===== src/hw/archPkg.sv =====
package archPkg;

	// datapath width and register count
	localparam int WORD_W = 32;
	localparam int REG_COUNT = 16;

	typedef logic [WORD_W-1:0] word_t;
	typedef logic [3:0] regIdx_t;
	typedef logic [4:0] shamt_t;
	typedef logic [3:0] cond_t;

	// registers with a fixed role
	localparam regIdx_t LINK_REG = 4'd14;
	localparam regIdx_t PC_REG = 4'd15;

	// byte step of the program counter per instruction
	localparam word_t PC_STEP = 32'd4;

	// immediate extension formats
	// byte: inst[7:0] sign-extended
	// 12 bit: inst[11:0] zero-extended
	// branch: inst[23:0] word offset, sign-extended
	typedef enum logic [1:0] {
		IMM_BYTE_SEXT = 2'd0,
		IMM_12_ZEXT   = 2'd1,
		IMM_BRANCH    = 2'd2
	} immSrc_t;

endpackage


===== src/hw/pipePkg.sv =====
package pipePkg;

	// decoded controls for the instruction held in fetch/decode
	typedef struct packed {
		archPkg::immSrc_t immSrc;
		// read PC_REG on port 1
		logic regSrc1;
		// read inst[15:12] on port 2
		logic regSrc2;
		// A forced to zero
		logic aluSrc1;
		// B from shifted read2
		logic aluSrc2;
		// branch-and-link
		logic link;
	} decodeCtrl_t;

	// register file write request from writeback
	typedef struct packed {
		logic en;
		archPkg::regIdx_t addr;
		archPkg::word_t data;
	} wbPort_t;

	// instruction fields carried from decode to the operand stage
	typedef struct packed {
		archPkg::word_t imm;
		archPkg::shamt_t shamt;
		archPkg::regIdx_t rd;
		archPkg::cond_t cond;
	} decoded_t;

	// bundle handed to execute
	typedef struct packed {
		logic valid;
		archPkg::word_t a;
		archPkg::word_t b;
		// shifted read2, the store data path
		archPkg::word_t writeData;
		archPkg::regIdx_t rd;
		archPkg::cond_t cond;
	} operands_t;

endpackage


===== src/hw/armOperandFetch.sv =====
`timescale 1ns/1ps

module armOperandFetch #(
	parameter archPkg::word_t RESET_PC = '0
) (
	input  logic                 clk,
	input  logic                 reset,
	input  archPkg::word_t       i_inst,
	input  logic                 i_stall,
	input  logic                 i_flush,
	input  pipePkg::decodeCtrl_t i_ctrl,
	input  logic                 i_branch,
	input  archPkg::word_t       i_branchTarget,
	input  pipePkg::wbPort_t     i_wb,
	output archPkg::word_t       o_pc,
	output pipePkg::operands_t   o_operands
);
	import archPkg::*;
	import pipePkg::*;

	regIdx_t rdAddr1;
	regIdx_t rdAddr2;
	word_t read1;
	word_t read2;
	decoded_t decoded;

	instDecode i_instDecode (
		.clk       (clk),
		.reset     (reset),
		.i_inst    (i_inst),
		.i_stall   (i_stall),
		.i_immSrc  (i_ctrl.immSrc),
		.i_regSrc1 (i_ctrl.regSrc1),
		.i_regSrc2 (i_ctrl.regSrc2),
		.o_rdAddr1 (rdAddr1),
		.o_rdAddr2 (rdAddr2),
		.o_decoded (decoded)
	);

	regFile #(
		.RESET_PC (RESET_PC)
	) i_regFile (
		.clk            (clk),
		.reset          (reset),
		.i_rdAddr1      (rdAddr1),
		.i_rdAddr2      (rdAddr2),
		.i_wb           (i_wb),
		.i_link         (i_ctrl.link),
		.i_stall        (i_stall),
		.i_branch       (i_branch),
		.i_branchTarget (i_branchTarget),
		.o_read1        (read1),
		.o_read2        (read2),
		.o_pc           (o_pc)
	);

	operandStage i_operandStage (
		.clk        (clk),
		.reset      (reset),
		.i_read1    (read1),
		.i_read2    (read2),
		.i_decoded  (decoded),
		.i_aluSrc1  (i_ctrl.aluSrc1),
		.i_aluSrc2  (i_ctrl.aluSrc2),
		.i_flush    (i_flush),
		.o_operands (o_operands)
	);

endmodule


===== src/hw/instDecode.sv =====
`timescale 1ns/1ps

module instDecode (
	input  logic              clk,
	input  logic              reset,
	input  archPkg::word_t    i_inst,
	input  logic              i_stall,
	input  archPkg::immSrc_t  i_immSrc,
	input  logic              i_regSrc1,
	input  logic              i_regSrc2,
	output archPkg::regIdx_t  o_rdAddr1,
	output archPkg::regIdx_t  o_rdAddr2,
	output pipePkg::decoded_t o_decoded
);
	import archPkg::*;

	word_t inst;
	word_t imm;

	// fetch/decode stage register, frozen on stall
	always_ff @(posedge clk or posedge reset) begin
		if (reset) begin
			inst <= '0;
		end else if (!i_stall) begin
			inst <= i_inst;
		end
	end

	// Rn or the pc on port 1, Rm or Rd on port 2
	assign o_rdAddr1 = i_regSrc1 ? PC_REG : inst[19:16];
	assign o_rdAddr2 = i_regSrc2 ? inst[15:12] : inst[3:0];

	always_comb begin
		case (i_immSrc)
			IMM_BYTE_SEXT: begin
				imm = {{(WORD_W-8){inst[7]}}, inst[7:0]};
			end
			IMM_12_ZEXT: begin
				imm = {{(WORD_W-12){1'b0}}, inst[11:0]};
			end
			IMM_BRANCH: begin
				// word offset to byte offset
				imm = {{(WORD_W-26){inst[23]}}, inst[23:0], 2'b00};
			end
			default: begin
				imm = '0;
			end
		endcase
	end

	assign o_decoded = '{
		imm:   imm,
		shamt: inst[11:7],
		rd:    inst[15:12],
		cond:  inst[31:28]
	};

	// control unit must never select the spare format
	immSrcLegal: assert property (
		@(posedge clk) disable iff (reset)
		i_immSrc inside {IMM_BYTE_SEXT, IMM_12_ZEXT, IMM_BRANCH}
	) else $error("instDecode: unused immediate format selected");

endmodule


===== src/hw/operandStage.sv =====
`timescale 1ns/1ps

module operandStage (
	input  logic               clk,
	input  logic               reset,
	input  archPkg::word_t     i_read1,
	input  archPkg::word_t     i_read2,
	input  pipePkg::decoded_t  i_decoded,
	input  logic               i_aluSrc1,
	input  logic               i_aluSrc2,
	input  logic               i_flush,
	output pipePkg::operands_t o_operands
);
	import archPkg::*;
	import pipePkg::*;

	word_t shifted;
	operands_t nextOps;

	// shifter ahead of B, also the store data
	assign shifted = i_read2 << i_decoded.shamt;

	always_comb begin
		nextOps.valid = 1'b1;
		nextOps.a = i_aluSrc1 ? '0 : i_read1;
		nextOps.b = i_aluSrc2 ? shifted : i_decoded.imm;
		nextOps.writeData = shifted;
		nextOps.rd = i_decoded.rd;
		nextOps.cond = i_decoded.cond;
	end

	// decode/execute stage register, loads every cycle
	always_ff @(posedge clk or posedge reset) begin
		if (reset) begin
			o_operands <= '0;
		end else if (i_flush) begin
			// bubble
			o_operands <= '0;
		end else begin
			o_operands <= nextOps;
		end
	end

endmodule


===== src/hw/regFile.sv =====
`timescale 1ns/1ps

module regFile #(
	parameter archPkg::word_t RESET_PC = '0
) (
	input  logic             clk,
	input  logic             reset,
	input  archPkg::regIdx_t i_rdAddr1,
	input  archPkg::regIdx_t i_rdAddr2,
	input  pipePkg::wbPort_t i_wb,
	input  logic             i_link,
	input  logic             i_stall,
	input  logic             i_branch,
	input  archPkg::word_t   i_branchTarget,
	output archPkg::word_t   o_read1,
	output archPkg::word_t   o_read2,
	output archPkg::word_t   o_pc
);
	import archPkg::*;

	word_t regs [REG_COUNT];
	logic wbGeneral;
	logic wbLink;
	logic wbPc;

	// writeback destination decode
	assign wbGeneral = i_wb.en && (i_wb.addr < LINK_REG);
	assign wbLink = i_wb.en && (i_wb.addr == LINK_REG);
	assign wbPc = i_wb.en && (i_wb.addr == PC_REG);

	always_ff @(posedge clk or posedge reset) begin
		if (reset) begin
			for (int i = 0; i < REG_COUNT; i++) begin
				regs[i] <= '0;
			end
			regs[PC_REG] <= RESET_PC;
		end else begin
			if (wbGeneral) begin
				regs[i_wb.addr] <= i_wb.data;
			end

			// link wins over a writeback to R14
			if (i_link) begin
				regs[LINK_REG] <= regs[PC_REG];
			end else if (wbLink) begin
				regs[LINK_REG] <= i_wb.data;
			end

			// pc: writeback, then branch, then stall, then step
			if (wbPc) begin
				regs[PC_REG] <= i_wb.data;
			end else if (i_branch) begin
				regs[PC_REG] <= i_branchTarget;
			end else if (!i_stall) begin
				regs[PC_REG] <= regs[PC_REG] + PC_STEP;
			end
		end
	end

	// no bypass, a write shows up after the edge
	assign o_read1 = regs[i_rdAddr1];
	assign o_read2 = regs[i_rdAddr2];
	assign o_pc = regs[PC_REG];

	// a writeback to R14 in a link cycle would be lost
	linkWbExclusive: assert property (
		@(posedge clk) disable iff (reset)
		!(i_link && wbLink)
	) else $error("regFile: link and writeback to R14 in the same cycle");

endmodule


===== config.mk =====
export PLATFORM = sky130hd
export DESIGN_NAME = armOperandFetch
export DESIGN_NICKNAME = d
export VERILOG_FILES = /design/src/hw/archPkg.sv /design/src/hw/pipePkg.sv /design/src/hw/armOperandFetch.sv /design/src/hw/instDecode.sv /design/src/hw/operandStage.sv /design/src/hw/regFile.sv
export SDC_FILE = /design/constraint.sdc
export NUM_CORES = 2
export LEC_CHECK = 0
export ABC_AREA = 1
export BUFFER_PORTS_ARGS = -buffer_cell sky130_fd_sc_hd__buf_4
export CORE_ASPECT_RATIO = 0.8
export CORE_MARGIN = 2
export CORE_UTILIZATION = 28
export DETAILED_ROUTE_END_ITERATION = 16
export PLACE_DENSITY = 0.47
export SYNTH_ARGS = -nofsm -noshare
export SYNTH_HDL_FRONTEND = slang
export SYNTH_SLANG_ARGS = --single-unit
export TNS_END_PERCENT = 30

===== constraint.sdc =====
create_clock -name clk -period 48.9 [get_ports clk]
set_clock_uncertainty 0.05 [all_clocks]
set_input_delay 4.89 -clock clk [delete_from_list [all_inputs] [get_ports clk]]
set_output_delay 4.89 -clock clk [all_outputs]
set_load 0.005 [all_outputs]

==> out/metrics.csv <==
stage,metric,value,unit
yosys,synth.top_cell.area_share,45.11,%
global_routing,first_global_vias,32552,
yosys,syn-instance-count,4727,
yosys,async_flop_share,100.0,%
finish,register_area,16140,um^2
outcome,outcome,"finished, final reports clean",
placed_design,routabilityCongestion,0.9139,
placed_design,port_buffers,245,
yosys,ys_seq_area_share,45.11,%
route,via_per_inst,5.494,
sta,post-route-min-period,9542,ps
route,first_pass_iters,6,
sta,slew_headroom,20.55,%
yosys,ys_top_cells_by_count,"nand2_1, nand3_1, dfrtp_1, o21ai_0, clkbuf_1",
yosys,synth_nets,4841,
worst_hold_path,worstHoldStart,i_instDecode.inst[28],
global_routing,grt_first_pass_wirelength,232000,um
clocking,worstSkewPairLatency,670,ps
yosys,synth-seq-cells,645,
worst_setup_path,cp_max_fo,100,
placed_design,dp_hpwl,94770,um
clocking,cts_hold_buf,0,
power,ir_drop,0.02569,mV
run,max-cap-violations,0,
finish,final_core_util,32.15,%
sta,rsz0062_at_grt,no,
route,ant_nets,0,
sta,fmax,104.8,MHz
finish,drive_above_1_share,10.18,%
sta,hold_viol,0,
worst_setup_path,cp.arrival,10090,ps
power,leakage,18.17,nW
finish,finalInstanceArea,40860,um^2
clocking,cts.clk_slew.worst_paths,60,ps
yosys,synth_edf_count,0,
placed_design,dp_cells,6252,
floorplanning,initial_utilization,28.16,%
floorplanning,floorplan.rows,117,
worst_setup_path,path_class,input pin to flip-flop,
floorplanning,die_w,403.6,um
worst_setup_path,cp.required,49450,ps
finish,multiInputGateArea,16740,um^2
route,wl_per_cell,24.85,um
clocking,post_cts_buffers,0,
worst_setup_path,worstSetupEndpointType,flip-flop,
route,drc,0,
global_routing,grt_max_degree,178,
yosys,synth-main-ff-cell,dfrtp_1,
yosys,synth.lib_cells_used.distinct,49,
global_routing,antenna_found_initial,6,
finish,fill_cells,13659,
finish,nNetsFinal,4781,
route,num_vias,35147,
yosys,ys_top_cells_by_area,"dfrtp_1, nand2_1, nand3_1",
yosys,synth_area,35780,um^2
worst_hold_path,hold_class,flip-flop to flip-flop,
power,power.density,41.94,nW/um^2
worst_setup_path,r2r_slack,43440,ps
floorplanning,dieArea,130700,um^2
global_routing,grt_use_total,23.76,%
yosys,synth_top_area_cell,dfrtp_1,
finish,area_growth,14.20,%
clocking,root_buffer,clkbuf_16,
finish,stdcell_count,6397,
clocking,cts_htree_levels,3,
worst_setup_path,r2r-start,i_instDecode.inst[0],
clocking,cts-resized-gates,0,
sta,tns,0,ps
placed_design,placed_cell_area,38260,um^2
sta,slew_violations,0,
yosys,syn_area_per_cell,7.569,um^2
clocking,cts_tree,yes,
yosys,synth.most_common_cell,nand2_1,
worst_setup_path,startpoint_type,input pin,
yosys,ys_warn_count,0,
global_routing,grt_overflow,0,
route,first_iter_violations,4055,
worst_setup_path,crit_start,i_ctrl[3],
floorplanning,fp.dieH,323.7,um
sta,period_share,19.51,%
sta,setup_viol,0,
route,drt_wl_total,159000,um
floorplanning,io_pins,250,
clocking,clockBufferDepth,3,
clocking,cts_made_buffers,79,
sta,worst_pin_slew,1192,ps
clocking,cts.sinks,645,
floorplanning,core-area,127100,um^2
## worst max-delay path, stage by stage
cell     delay [ps]
buf_4           190
inv_1           130
nand2_4         280
nand2_8         670
buf_4          1000
buf_4           890
nand2_1         100
nand3_1         130
nand3_1         110
nand3_1         300
nand3_1         150
a21oi_1         260
nand2_1         160
nor2_1          240
nand2_1         110
nand3_1         240
nand2_1          80
inv_1            50
## layout by cell type (no fill, tap or decap), types with 31 or more instances in the layout
cell type	n
nand2_1	1144
inv_1	227
o21ai_0	641
dfrtp_1	644
nor2_1	214
clkbuf_16	82
o211ai_1	58
o311a_1	31
o311ai_0	35
a221oi_1	133
nand3_1	781
a21oi_1	191
buf_4	298
## area by class of cell
| type | count | area share (%) |
|---|---|---|
| repair buffers | 304 | 5.770 |
| diodes | 4 | 0.02450 |
| inverters | 245 | 2.288 |
| clock inverters | 19 | 0.4104 |
| multi-input cells | 3392 | 40.96 |
| clock buffers | 122 | 5.929 |
| flip-flops and latches | 645 | 39.51 |
| well taps | 1666 | 5.102 |
## cell families (layout without fill, tap and decap cells)
| logic type | count (synthesis) | in the layout | synth area share, % |
|---|---|---|---|
| flops | 645 | 645 | 45.11 |
| xor+xnor | 9 | 9 | 0.2203 |
| fa+ha+maj | 1 | 1 | 0.03497 |
| compound gates | 1144 | 1144 | 18.93 |
| other cells | 0 | 4 | 0 |
| buf+inv | 690 | 690 | 8.512 |
| simple gates | 2208 | 2208 | 26.34 |
| mux | 30 | 30 | 0.8393 |
## flip-flops by register name (all words and copies together), names as in the netlist
signal and cells:
i_instDecode.inst 28, i_operandStage.o_operands 105, i_regFile.o_pc 32, i_regFile.regs 480
## through the flow
step	hold WS, ps	total power, mW	setup WS [ps]
3_3_place_gp	409.1	1.110	38790
5_1_grt	433.9	1.805	39190
3_5_place_dp	410.1	1.115	38820
4_1_cts	405.4	1.719	39490
2_1_floorplan	392.2	0.9630	25890
6_report	403.7	1.714	39360
## path summary, 6_finish.rpt
| path | depth (start not counted) | endpoint |
|---|---|---|
| setup / recovery | 18 | i_operandStage.o_operands[57] |
| hold / removal | 2 | i_operandStage.o_operands[0] |
| setup reg to reg | 16 | i_operandStage.o_operands[57] |
| hold reg to reg | 2 | i_operandStage.o_operands[0] |
| max in group asynchronous | 6 | i_regFile.o_pc[2] |
| min in group asynchronous | 2 | i_regFile.regs[406] |
## where the power goes
group          leakage [nW]  total, mW  switching, mW  internal, mW
logic                  8.73      0.405          0.270         0.135
registers              8.15      0.709         0.0790         0.630
clock network          1.29      0.600          0.249         0.350
## per-layer routing
layer  track usage, %  vias up  part of all wire [%]
met1            35.09    17200                    46
li1                 -    16082                     -
met5                0        -                     0
met4            6.302        0                   2.4
met2            34.95     1659                    43
met3            4.925      206                   9.0
No activity file was read; power rests on OpenSTA's default activity.
